--- config.mk ---
export PLATFORM = sky130hd
export DESIGN_NAME = frame_writer_top
export DESIGN_NICKNAME = d
export VERILOG_FILES = /design/src/logic/frame_wr_pkg.sv /design/src/logic/frame_writer_top.sv /design/src/logic/frame_burst_writer.sv /design/src/logic/frame_fifo.sv /design/src/logic/pixel_packer.sv
export SDC_FILE = /design/constraint.sdc
export NUM_CORES = 2
export LEC_CHECK = 0
export BUFFER_PORTS_ARGS = -buffer_cell sky130_fd_sc_hd__buf_4
export CORE_MARGIN = 1.5
export CORE_UTILIZATION = 40
export DETAILED_ROUTE_END_ITERATION = 10
export GPL_TIMING_DRIVEN = 0
export SKIP_CTS_REPAIR_TIMING = 1
export SYNTH_ARGS = -nofsm -noshare
export SYNTH_HDL_FRONTEND = slang
export SYNTH_SLANG_ARGS = --single-unit
--- constraint.sdc ---
create_clock -name M_AXI_ACLK -period 6.2 [get_ports M_AXI_ACLK]
set_input_delay 0.62 -clock M_AXI_ACLK [delete_from_list [all_inputs] [get_ports M_AXI_ACLK]]
set_output_delay 0.62 -clock M_AXI_ACLK [all_outputs]
set_load 0.01 [all_outputs]
--- src/logic/frame_wr_pkg.sv ---
package frame_wr_pkg;

	// ------------------------------
	// Bus widths
	// ------------------------------
	localparam int data_w = 32;
	localparam int addr_w = 32;

	// Pixel format
	localparam int pix_w       = 8;
	localparam int word_pixels = data_w / pix_w;

	// ------------------------------
	// Burst shape
	// ------------------------------
	localparam int burst_len   = 16;
	localparam int burst_bytes = burst_len * data_w / 8;

	// Image geometry
	localparam int img_wbits = 12;
	localparam int img_hbits = 12;

	// ------------------------------
	// Word FIFO
	// ------------------------------
	localparam int fifo_depth = 64;
	localparam int fifo_ptr_w = $clog2(fifo_depth);
	// One extra bit so a full FIFO can be told from an empty one
	localparam int count_w    = fifo_ptr_w + 1;

	typedef logic [data_w-1:0]    axi_data_t;
	typedef logic [addr_w-1:0]    axi_addr_t;
	typedef logic [pix_w-1:0]     pixel_t;
	typedef logic [img_wbits-1:0] img_w_t;
	typedef logic [img_hbits-1:0] img_h_t;
	typedef logic [count_w-1:0]   fifo_count_t;

	// Beat index inside a burst
	typedef logic [$clog2(burst_len):0] beat_idx_t;

endpackage
--- src/logic/frame_writer_top.sv ---
module frame_writer_top (
	input  logic                       M_AXI_ACLK,
	input  logic                       M_AXI_ARESETN,
	input  logic                       soft_resetn,
	output logic                       resetting,
	input  logic                       pixel_valid,
	input  logic                       pixel_sof,
	input  frame_wr_pkg::pixel_t       pixel,
	input  frame_wr_pkg::img_w_t       img_width,
	input  frame_wr_pkg::img_h_t       img_height,
	input  frame_wr_pkg::axi_addr_t    base_addr,
	output logic                       frame_pulse,
	output logic                       overflow,
	output frame_wr_pkg::axi_addr_t    M_AXI_AWADDR,
	output logic [7:0]                 M_AXI_AWLEN,
	output logic [2:0]                 M_AXI_AWSIZE,
	output logic [1:0]                 M_AXI_AWBURST,
	output logic [3:0]                 M_AXI_AWCACHE,
	output logic [2:0]                 M_AXI_AWPROT,
	output logic                       M_AXI_AWVALID,
	input  logic                       M_AXI_AWREADY,
	output frame_wr_pkg::axi_data_t    M_AXI_WDATA,
	output logic [3:0]                 M_AXI_WSTRB,
	output logic                       M_AXI_WLAST,
	output logic                       M_AXI_WVALID,
	input  logic                       M_AXI_WREADY,
	input  logic [1:0]                 M_AXI_BRESP,
	input  logic                       M_AXI_BVALID,
	output logic                       M_AXI_BREADY
);
	import frame_wr_pkg::*;

	logic          wr_en;
	axi_data_t     wr_data;
	logic          rd_en;
	axi_data_t     rd_data;
	logic          empty;
	fifo_count_t   rd_count;

	// Packer and FIFO are cleared while the writer is resetting
	pixel_packer u_packer (
		.M_AXI_ACLK    (M_AXI_ACLK),
		.M_AXI_ARESETN (M_AXI_ARESETN),
		.flush         (resetting),
		.pixel_valid   (pixel_valid),
		.pixel_sof     (pixel_sof),
		.pixel         (pixel),
		.wr_en         (wr_en),
		.wr_data       (wr_data)
	);

	frame_fifo u_fifo (
		.M_AXI_ACLK    (M_AXI_ACLK),
		.M_AXI_ARESETN (M_AXI_ARESETN),
		.flush         (resetting),
		.wr_en         (wr_en),
		.wr_data       (wr_data),
		.rd_en         (rd_en),
		.rd_data       (rd_data),
		.empty         (empty),
		.rd_count      (rd_count),
		.overflow      (overflow)
	);

	frame_burst_writer u_writer (
		.M_AXI_ACLK    (M_AXI_ACLK),
		.M_AXI_ARESETN (M_AXI_ARESETN),
		.soft_resetn   (soft_resetn),
		.resetting     (resetting),
		.img_width     (img_width),
		.img_height    (img_height),
		.base_addr     (base_addr),
		.din           (rd_data),
		.empty         (empty),
		.rd_count      (rd_count),
		.rd_en         (rd_en),
		.frame_pulse   (frame_pulse),
		.M_AXI_AWADDR  (M_AXI_AWADDR),
		.M_AXI_AWLEN   (M_AXI_AWLEN),
		.M_AXI_AWSIZE  (M_AXI_AWSIZE),
		.M_AXI_AWBURST (M_AXI_AWBURST),
		.M_AXI_AWCACHE (M_AXI_AWCACHE),
		.M_AXI_AWPROT  (M_AXI_AWPROT),
		.M_AXI_AWVALID (M_AXI_AWVALID),
		.M_AXI_AWREADY (M_AXI_AWREADY),
		.M_AXI_WDATA   (M_AXI_WDATA),
		.M_AXI_WSTRB   (M_AXI_WSTRB),
		.M_AXI_WLAST   (M_AXI_WLAST),
		.M_AXI_WVALID  (M_AXI_WVALID),
		.M_AXI_WREADY  (M_AXI_WREADY),
		.M_AXI_BRESP   (M_AXI_BRESP),
		.M_AXI_BVALID  (M_AXI_BVALID),
		.M_AXI_BREADY  (M_AXI_BREADY)
	);

endmodule

--- src/logic/frame_burst_writer.sv ---
module frame_burst_writer (
	input  logic                       M_AXI_ACLK,
	input  logic                       M_AXI_ARESETN,
	input  logic                       soft_resetn,
	output logic                       resetting,
	input  frame_wr_pkg::img_w_t       img_width,
	input  frame_wr_pkg::img_h_t       img_height,
	input  frame_wr_pkg::axi_addr_t    base_addr,
	input  frame_wr_pkg::axi_data_t    din,
	input  logic                       empty,
	input  frame_wr_pkg::fifo_count_t  rd_count,
	output logic                       rd_en,
	output logic                       frame_pulse,
	output frame_wr_pkg::axi_addr_t    M_AXI_AWADDR,
	output logic [7:0]                 M_AXI_AWLEN,
	output logic [2:0]                 M_AXI_AWSIZE,
	output logic [1:0]                 M_AXI_AWBURST,
	output logic [3:0]                 M_AXI_AWCACHE,
	output logic [2:0]                 M_AXI_AWPROT,
	output logic                       M_AXI_AWVALID,
	input  logic                       M_AXI_AWREADY,
	output frame_wr_pkg::axi_data_t    M_AXI_WDATA,
	output logic [3:0]                 M_AXI_WSTRB,
	output logic                       M_AXI_WLAST,
	output logic                       M_AXI_WVALID,
	input  logic                       M_AXI_WREADY,
	input  logic [1:0]                 M_AXI_BRESP,
	input  logic                       M_AXI_BVALID,
	output logic                       M_AXI_BREADY
);
	import frame_wr_pkg::*;

	logic        soft_resetn_d1;
	logic        soft_edge;
	logic        soft_resetting;
	logic        start_burst;
	logic        start_d1;
	logic        burst_active;
	logic        need_data;
	logic        dvalid;
	logic        w_open;
	logic        wnext;
	logic        final_data;
	logic        axi_awvalid;
	logic        axi_wlast;
	axi_addr_t   axi_awaddr;
	beat_idx_t   write_index;
	img_w_t      col_idx;
	img_h_t      row_idx;

	// ------------------------------
	// Soft reset
	// ------------------------------
	always_ff @(posedge M_AXI_ACLK) begin
		if (!M_AXI_ARESETN)
			soft_resetn_d1 <= 1'b0;
		else
			soft_resetn_d1 <= soft_resetn;
	end

	assign soft_edge = soft_resetn_d1 && !soft_resetn;

	// Open burst is drained with filler beats until its response
	always_ff @(posedge M_AXI_ACLK) begin
		if (!M_AXI_ARESETN || M_AXI_BVALID)
			soft_resetting <= 1'b0;
		else if (soft_edge && (start_burst || burst_active))
			soft_resetting <= 1'b1;
	end

	assign resetting = !M_AXI_ARESETN || soft_resetting || !soft_resetn;

	// Fixed burst attributes
	assign M_AXI_AWADDR  = axi_awaddr;
	assign M_AXI_AWLEN   = 8'(burst_len - 1);
	assign M_AXI_AWSIZE  = 3'($clog2(data_w / 8));
	assign M_AXI_AWBURST = 2'b01;
	assign M_AXI_AWCACHE = 4'b0010;
	assign M_AXI_AWPROT  = 3'b000;
	assign M_AXI_AWVALID = axi_awvalid;
	assign M_AXI_WDATA   = din;
	assign M_AXI_WSTRB   = '1;
	assign M_AXI_WLAST   = axi_wlast;
	assign M_AXI_WVALID  = dvalid || (soft_resetting && w_open);
	assign M_AXI_BREADY  = M_AXI_BVALID;

	assign wnext = M_AXI_WVALID && M_AXI_WREADY;
	assign rd_en = need_data && (!dvalid || M_AXI_WREADY) && soft_resetn && !soft_resetting;

	// ------------------------------
	// Burst start and address
	// ------------------------------
	always_ff @(posedge M_AXI_ACLK) begin
		if (!M_AXI_ARESETN) begin
			start_burst  <= 1'b0;
			start_d1     <= 1'b0;
			burst_active <= 1'b0;
		end else begin
			start_burst <= !start_burst && !burst_active && soft_resetn
				&& (rd_count >= fifo_count_t'(burst_len));
			start_d1    <= start_burst;
			if (start_burst)
				burst_active <= 1'b1;
			else if (M_AXI_BVALID)
				burst_active <= 1'b0;
		end
	end

	always_ff @(posedge M_AXI_ACLK) begin
		if (!M_AXI_ARESETN)
			axi_awvalid <= 1'b0;
		else if (start_d1)
			axi_awvalid <= 1'b1;
		else if (M_AXI_AWREADY)
			axi_awvalid <= 1'b0;
	end

	// First burst of a frame restarts at the base address
	always_ff @(posedge M_AXI_ACLK) begin
		if (!M_AXI_ARESETN)
			axi_awaddr <= '0;
		else if (start_burst)
			axi_awaddr <= final_data ? base_addr : axi_awaddr + axi_addr_t'(burst_bytes);
	end

	// ------------------------------
	// Data beats
	// ------------------------------
	always_ff @(posedge M_AXI_ACLK) begin
		if (!M_AXI_ARESETN) begin
			need_data   <= 1'b0;
			dvalid      <= 1'b0;
			w_open      <= 1'b0;
			axi_wlast   <= 1'b0;
			write_index <= beat_idx_t'(burst_len - 1);
		end else begin
			if (start_burst)
				need_data <= 1'b1;
			else if (wnext && write_index == beat_idx_t'(1))
				need_data <= 1'b0;
			// Word from the FIFO shows up one cycle after rd_en
			if (rd_en)
				dvalid <= 1'b1;
			else if (M_AXI_WREADY)
				dvalid <= 1'b0;
			if (start_burst)
				w_open <= 1'b1;
			else if (wnext && axi_wlast)
				w_open <= 1'b0;
			if (wnext)
				axi_wlast <= (write_index == beat_idx_t'(1));
			if (start_burst)
				write_index <= beat_idx_t'(burst_len - 1);
			else if (wnext && write_index != '0)
				write_index <= write_index - 1'b1;
		end
	end

	// ------------------------------
	// Frame position
	// ------------------------------
	assign final_data = (col_idx == '0) && (row_idx == '0);

	always_ff @(posedge M_AXI_ACLK) begin
		if (!M_AXI_ARESETN || !soft_resetn || soft_resetting) begin
			col_idx <= '0;
			row_idx <= '0;
		end else if (start_burst && final_data) begin
			col_idx <= img_width - img_w_t'(word_pixels);
			row_idx <= img_height - 1'b1;
		end else if (wnext) begin
			if (col_idx != '0) begin
				col_idx <= col_idx - img_w_t'(word_pixels);
			end else if (row_idx != '0) begin
				col_idx <= img_width - img_w_t'(word_pixels);
				row_idx <= row_idx - 1'b1;
			end
		end
	end

	// Aborted frames give no pulse
	always_ff @(posedge M_AXI_ACLK) begin
		if (!M_AXI_ARESETN)
			frame_pulse <= 1'b0;
		else
			frame_pulse <= M_AXI_BVALID && final_data && soft_resetn && !soft_resetting;
	end

	// ------------------------------
	// Checks
	// ------------------------------
	aw_stable: assert property (@(posedge M_AXI_ACLK) disable iff (!M_AXI_ARESETN)
		M_AXI_AWVALID && !M_AXI_AWREADY |=> M_AXI_AWVALID && $stable(M_AXI_AWADDR));

	wlast_with_wvalid: assert property (@(posedge M_AXI_ACLK) disable iff (!M_AXI_ARESETN)
		M_AXI_WLAST |-> M_AXI_WVALID);

	bresp_okay: assert property (@(posedge M_AXI_ACLK) disable iff (!M_AXI_ARESETN)
		M_AXI_BVALID |-> M_AXI_BRESP == 2'b00);

	// Words counted at the start are still there when reads begin
	fifo_filled: assert property (@(posedge M_AXI_ACLK)
		disable iff (!M_AXI_ARESETN || resetting)
		start_burst |=> !empty);

endmodule

--- src/logic/frame_fifo.sv ---
module frame_fifo (
	input  logic                       M_AXI_ACLK,
	input  logic                       M_AXI_ARESETN,
	input  logic                       flush,
	input  logic                       wr_en,
	input  frame_wr_pkg::axi_data_t    wr_data,
	input  logic                       rd_en,
	output frame_wr_pkg::axi_data_t    rd_data,
	output logic                       empty,
	output frame_wr_pkg::fifo_count_t  rd_count,
	output logic                       overflow
);
	import frame_wr_pkg::*;

	axi_data_t               mem [fifo_depth];
	logic [fifo_ptr_w-1:0]   wr_ptr;
	logic [fifo_ptr_w-1:0]   rd_ptr;
	fifo_count_t             count;
	logic                    full;
	logic                    do_wr;
	logic                    do_rd;

	assign full     = (count == fifo_count_t'(fifo_depth));
	assign empty    = (count == '0);
	assign rd_count = count;
	assign do_wr    = wr_en && !full;
	assign do_rd    = rd_en && !empty;

	// ------------------------------
	// Pointers and fill level
	// ------------------------------
	always_ff @(posedge M_AXI_ACLK) begin
		if (!M_AXI_ARESETN || flush) begin
			wr_ptr <= '0;
			rd_ptr <= '0;
			count  <= '0;
		end else begin
			if (do_wr)
				wr_ptr <= wr_ptr + 1'b1;
			if (do_rd)
				rd_ptr <= rd_ptr + 1'b1;
			case ({do_wr, do_rd})
				2'b10:   count <= count + 1'b1;
				2'b01:   count <= count - 1'b1;
				default: count <= count;
			endcase
		end
	end

	// Sticky until reset or flush
	always_ff @(posedge M_AXI_ACLK) begin
		if (!M_AXI_ARESETN || flush)
			overflow <= 1'b0;
		else if (wr_en && full)
			overflow <= 1'b1;
	end

	// Storage and registered read port
	always_ff @(posedge M_AXI_ACLK) begin
		if (do_wr)
			mem[wr_ptr] <= wr_data;
		if (do_rd)
			rd_data <= mem[rd_ptr];
	end

	// The writer only pops words it has seen counted
	rd_not_empty: assert property (@(posedge M_AXI_ACLK) disable iff (!M_AXI_ARESETN)
		rd_en |-> !empty);

endmodule

--- src/logic/pixel_packer.sv ---
module pixel_packer (
	input  logic                     M_AXI_ACLK,
	input  logic                     M_AXI_ARESETN,
	input  logic                     flush,
	input  logic                     pixel_valid,
	input  logic                     pixel_sof,
	input  frame_wr_pkg::pixel_t     pixel,
	output logic                     wr_en,
	output frame_wr_pkg::axi_data_t  wr_data
);
	import frame_wr_pkg::*;

	logic                             aligned;
	logic                             accept;
	logic [$clog2(word_pixels)-1:0]   lane;
	axi_data_t                        shift_word;

	// Pixels before the first start of frame are dropped
	assign accept  = pixel_valid && (aligned || pixel_sof);
	assign wr_data = shift_word;

	// ------------------------------
	// Lane tracking
	// ------------------------------
	always_ff @(posedge M_AXI_ACLK) begin
		if (!M_AXI_ARESETN || flush) begin
			aligned <= 1'b0;
			lane    <= '0;
			wr_en   <= 1'b0;
		end else begin
			wr_en <= 1'b0;
			if (accept) begin
				aligned <= 1'b1;
				if (pixel_sof) begin
					// Start of frame pixel always sits in lane 0
					lane <= 1;
				end else begin
					lane  <= lane + 1'b1;
					wr_en <= (lane == word_pixels - 1);
				end
			end
		end
	end

	// Shift in from the top, first pixel ends up in the low byte
	always_ff @(posedge M_AXI_ACLK) begin
		if (accept)
			shift_word <= {pixel, shift_word[data_w-1:pix_w]};
	end

endmodule

## Word level (Yosys, flattened, before mapping)

Memories as Yosys holds them, arrays and structs flattened. A register that Yosys moved wholly into a read port is not among the register bits.
Cells that the tools add are included.
Widths: inputs -> output; s select.

| word-level totals | value |
|---|---|
| bits in writable memories | 2048 |
| output and inout bits | 95 |
| register bits | 128 |
| logic and storage cells | 126 |
| memories kept | 1 |
| input bits | 74 |

Memory list:

| name | words | width | read ports | clocked after Yosys merged registers in | wr ports | RTL line | RTL |
|---|---|---|---|---|---|---|---|
| u_fifo.mem | 64 | 32 | 1 | 1 | 1 | frame_fifo.sv:15 | `axi_data_t mem [fifo_depth];` |

| cells by class | value |
|---|---|
| reduce and logical (&&, ||, !) cells | 59 |
| add/sub/neg operators | 11 |
| muxes and demuxes | 23 |
| magnitude comparators | 1 |
| equality and inequality tests | 6 |
| bitwise gates (word level) | 2 |

Operators with widths:

| cell | number |
|---|---|
| $mux 12 | 8 |
| $add 32x7->32 const B | 1 |
| $mux 32 | 1 |
| $logic_not 12->1 | 2 |
| $reduce_bool 12->1 | 2 |
| $sub 12x1->12 const B | 2 |
| $sub 12x3->12 const B | 2 |
| $logic_and 1x1->1 | 22 |
| $reduce_bool 2->1 | 8 |
| $pmux 7 s2 | 1 |
| $add 6x1->6 const B | 2 |
| $mux 1 | 12 |
| $logic_or 1x1->1 | 10 |
| $logic_not 1->1 | 8 |
| $add 7x1->7 const B | 1 |
| $eq 7x7->1 const B | 1 |
| $ge 7x5->1 const B | 1 |
| $logic_not 7->1 | 1 |
| $sub 7x1->7 const B | 1 |
| $eq 5x1->1 const B | 1 |
| $reduce_bool 5->1 | 1 |
| $sub 5x1->5 const B | 1 |
| $eq 2x2->1 const B | 2 |
| $reduce_and 3->1 | 1 |
| other kinds (9) | 10 |

## Depth between registers and ports, before layout

| logic depth | value |
|---|---|
| depth after elaboration | 8 |
| gate-level depth with buffers | 15 |
| depth with buffers taken out | 13 |

## Modules after synthesis

Synthesis repeated with hierarchy kept, for this count alone.

| unflattened totals | value |
|---|---|
| cells, all modules | 4255 |
| area total of the unflattened synthesis | 86296.5 µm² |

By module, submodules not included:

| module | seq. area each (µm²) | area each (µm²) | instances | cells each |
|---|---|---|---|---|
| frame_fifo | 62860.3 | 80349.6 | 1 | 3581 |
| frame_burst_writer | 1441.4 | 4800.9 | 1 | 627 |
| pixel_packer | 1041.0 | 1146.1 | 1 | 47 |

## Worst setup path before layout

OpenSTA, ideal clock, no wires.

| path | value |
|---|---|
| path kind | in2reg |
| start point | input soft_resetn |
| end point | register u_fifo.count[6] (netlist: u_fifo.rd_count[6]) |
| slack | 722 ps |
| arrival time | 5391 ps |
| required time | 6113 ps |
| setup time | 87 ps |
| cell stages on the path | 11 |
| path buffers | 0 |
| cells stage by stage | nand3b_1 a211oi_1 ha_1 inv_1 fa_1 nor2b_1 o21a_1 o21a_1 mux2i_1 o21ai_0 o31ai_1 |

| on the way | value |
|---|---|
| word-level cells in the longest chain between the ends | 5 |
| elaborated cells on any way between the ends | 10 |
| those cells by class | eq/ne: 2; mux: 1; reduce/logical: 7 |

RTL lines:

| what | RTL line | RTL |
|---|---|---|
| start, declared | frame_writer_top.sv:4 | `input logic soft_resetn,` |
| $logic_and 1x1->1 * (2 in a row) | frame_burst_writer.sv:88 | `assign rd_en = need_data && (!dvalid \|\| M_AXI_WREADY) && soft_resetn && !soft_resetting;` |
| $logic_and 1x1->1 * | frame_fifo.sv:27 | `assign do_rd = rd_en && !empty;` |
| via u_fifo.do_rd | frame_fifo.sv:21 | `logic do_rd;` |
| $eq 2x1->1 / $eq 2x2->1 (equally long branches) | frame_fifo.sv:42 | `case ({do_wr, do_rd})` |
| $pmux 7 s2 / $reduce_bool 2->1 (equally long branches) | - |  |
| end signal, assigned | frame_fifo.sv:43 | `2'b10: count <= count + 1'b1;` |
| end signal, assigned | frame_fifo.sv:44 | `2'b01: count <= count - 1'b1;` |
| end signal, assigned | frame_fifo.sv:45 | `default: count <= count;` |
| end, declared | frame_fifo.sv:18 | `fifo_count_t count;` |

The timed path passes the listed nets; every way through them passes the cells marked *.
A chain may end at the register's enable or synchronous reset.

==> results.cfg <==
[status]
status = finished, final reports clean

[setup_path]
reg2reg_to = u_fifo.rd_data[21]$_DFFE_PP_
crit_chain = buf_2 > buf_2 > clkbuf_1 > buf_1 > mux4_2 > a221oi_1 > o221ai_1
critPathSlowestCell = a221oi_1
crit_type = register to register
end_kind = register
cpMostUsedCell = buf_2
r2r_slack_ns = 0.81
path_max_fanout = 11
r2r-start = u_fifo.rd_ptr[1]$_SDFFE_PP0P_
cp-start-kind = register
worstPathRequired_ns = 6.60
worstPathArrival_ns = 5.80
ff2ff_path_depth = 7
max_stage_delay_ns = 1.00

[power_and_ir_drop]
power_density_nw_per_um2 = 294
swShare_pct = 20.0
power_leakage_uw = 0.0311
vdd_drop_max_mv = 0.285
p_total_uw = 29500
seq_power_share_pct = 55.4
clock_power_share_pct = 43.2
comb_power_share_pct = 1.4
p_int_uw = 23600
switching_power_uw = 5890

[placement]
placed_cells = 7125
place_congestion = 0.886
postPlaceCellArea_um2 = 93300
hpwl_um = 158000
io_buffers = 142

[yosys]
yosys_most_used_dff = edfxtp_1
ys_seq_area_share_pct = 77.2
synth_most_common_cell = edfxtp_1
synth-simple-area-share_pct = 2.57
ys_top_cells_by_count = edfxtp_1 (2112), mux4_2 (512), a22oi_1 (165)
synthDominantCellAreaShare_pct = 74.9
synth_top_area_cell = edfxtp_1
yosysUniqueCellTypes = 75
synth_area_um2 = 84600
synth-seq-cells = 2208
muxShareOfSynthArea_pct = 13.8
synth_top_family_by_area = multiplexers
synth_fa_ha_area_share_pct = 0.260
synth_compound_area_share_pct = 4.54
syn_inst = 4011
ys_warn_count = 0
async_flop_share_pct = 0
synth_xor_area_share_pct = 0.207
avgSynthCellArea_um2 = 21.1
synth_area_leaders = edfxtp_1 (75%), mux4_2 (14%), dfxtp_1 (2.3%)
synth_edf_count = 2112

[die]
num_rows = 168
die_x_um = 463
start_util_pct = 40.3
coreArea_um2 = 210000
die_area_um2 = 214000
io_pins = 169
die_h_um = 463

[clock_network]
clkSinkCount = 2208
cts_root_buf = clkbuf_16
cts_buffer_depth = 3
cts_tree = built
cts_buffers = 216
cts.reportedPaths.clkPinSlew_ns = 0.07
clkLatencyLatePin_ns = 0.86
htree_num_levels = 4

[global_routing]
first_global_vias = 43400
grt_max_degree = 34
grt_pass1_wl_um = 321000
use_met1_pct = 29.1
grtUsageMet2_pct = 32.9
overflow = 0
antenna_found_initial = 15
use_met3_pct = 3.92
grt-busiest-layer = met2
grt.total_usage_pct = 20.9

[detailed_routing]
post_drt_via_cell_ratio = 5.76
drt-total-wl_um = 226000
drt_pre_antenna_iters = 6
wl_per_cell_um = 30.0
post-route-drc-count = 0
drtIter0Drc = 5540
via_count = 43400
antenna_left = 0

[sta]
period_share_pct = 87.0
final.setup.tns_ns = 0
clock_skew_ns = 0.0298
slew_headroom_pct = 7.46
fmax_mhz = 185
worstMarginPinSlew_ns = 1.39
hold_violations = 0
hold_ws_ns = 0.0205
maxSlewViolCount = 0
setup_violations = 0
rsz0062_at_grt = no
min_period_ns = 5.39

[final_layout]
area_growth_pct = 18.4
design_area_um2 = 100000
multi_input_area_um2 = 18600
seq_area_um2 = 65300
num-nets-final = 4640
drive_above_1_share_pct = 26.9
finalNonFillerCells = 7539
fill_cells = 17100

[hold_path]
holdCritStartpoint = img_width[0]
hp-class = input pin to register
worstHoldPathCells = 3
min_to = u_writer.col_idx[0]$_SDFFE_PP0P_

[flow_run]
cap_violations = 0
-- cells by family after synthesis --
| family | count (synthesis) |
|---|---|
| xor+xnor | 20 |
| buf+inv | 275 |
| fa+ha+maj | 17 |
| mux | 523 |
| other cells | 2 |
| simple gates | 457 |
| flops | 2208 |
| compound gates | 509 |
-- worst max-delay path: cells and delay by family (launching register included) --
kind / cells / cell delay [ns]
AO/OA/AOI/OAI: 2 / 1.60
flip-flops: 1 / 0.34
buffers and inverters: 4 / 2.58
multiplexers: 1 / 0.41
-- stage by stage --
| step | worst slack [ns] | utilization, % |
|---|---|---|
| finish | 0.809 | 47.7 |
| global route | 0.739 | 47.7 |
| CTS | 0.811 | 47.7 |
| detailed placement | 0.796 | 44.4 |
| global placement | -2.95 | 42.5 |
| floorplan | 0.722 | - |
-- routing by layer --
layer / share of wire [%] / vias to the layer above
met4: 3.7 / 2
met5: 0.0044 / -
met1: 41 / 23100
met3: 8.1 / 290
li1: - / 18100
met2: 48 / 1918
-- registers in the layout, summed over array words and instances, names as in the netlist, 2 cells and up --
name,count
u_fifo.rd_count,7
u_writer.M_AXI_AWADDR,32
u_fifo.rd_ptr,6
u_fifo.mem,2048
u_packer.lane,2
u_packer.wr_data,32
u_writer.write_index,5
u_writer.col_idx,12
u_fifo.wr_ptr,6
u_fifo.rd_data,32
u_writer.row_idx,12
-- layout make-up --
| class | count | share of cell area, % |
|---|---|---|
| flip-flops and latches | 2208 | 65.2 |
| multi-input cells | 1550 | 18.6 |
| clock buffers | 280 | 5.69 |
| repair buffers | 298 | 4.69 |
| well taps | 2805 | 3.50 |
| plain buffers | 255 | 1.14 |
| clock inverters | 116 | 1.09 |
| inverters | 20 | 0.0749 |
| diodes | 7 | 0.0175 |
-- power groups by stage --
stage	logic, µW	clock network (µW)	registers [µW]
2_1_floorplan	50.4	0	16700
3_3_place_gp	113	0	16800
3_5_place_dp	397	0	16700
4_1_cts	397	12900	16300
5_1_grt	427	13500	16300
6_report	404	12700	16300
-- worst max path at each step --
stage,from,slack (ns),endpoint
after detailed placement,u_fifo.rd_ptr[1]$_SDFFE_PP0P_,0.80,u_fifo.rd_data[21]$_DFFE_PP_
final,u_fifo.rd_ptr[1]$_SDFFE_PP0P_,0.81,u_fifo.rd_data[21]$_DFFE_PP_
after global routing,u_fifo.rd_ptr[1]$_SDFFE_PP0P_,0.74,u_fifo.rd_data[21]$_DFFE_PP_
after floorplan,soft_resetn,0.72,u_fifo.rd_count[6]$_SDFFE_PP0P_
after CTS,u_fifo.rd_ptr[1]$_SDFFE_PP0P_,0.81,u_fifo.rd_data[21]$_DFFE_PP_
after global placement,M_AXI_WREADY,-2.95,u_fifo.rd_count[6]$_SDFFE_PP0P_
-- cells in the final DEF, fill, tap and decap left out, types with 9 or more instances in the layout --
cell | synthesis | layout
nor2_1 | 136 | 72
a22o_1 | 64 | 64
o211ai_1 | 9 | 9
buf_1 | 10 | 10
clkbuf_1 | 154 | 207
nor2b_1 | 16 | 16
buf_4 | 25 | 167
clkbuf_16 | 0 | 217
o21ai_0 | 48 | 48
a31oi_1 | 11 | 11
clkinv_1 | 0 | 49
inv_1 | 20 | 20
and3_1 | 14 | 14
ha_1 | 16 | 16
edfxtp_1 | 2112 | 2112
bufinv_16 | 0 | 16
a221oi_1 | 65 | 65
a21oi_1 | 43 | 43
buf_16 | 0 | 92
conb_1 | 2 | 24
dfxtp_1 | 96 | 96
dlygate4sd3_1 | 0 | 10
nor3_1 | 22 | 22
mux4_2 | 512 | 512
a22oi_1 | 165 | 165
nor4_1 | 14 | 14
nand2_1 | 144 | 144
buf_2 | 65 | 65
buf_12 | 0 | 39
nand3_1 | 47 | 47
clkinv_2 | 0 | 30
xor2_1 | 12 | 12
nor2_4 | 0 | 64
o221ai_1 | 32 | 32
buf_8 | 0 | 14
a21boi_0 | 10 | 10
No activity file was read; power rests on OpenSTA's default activity.
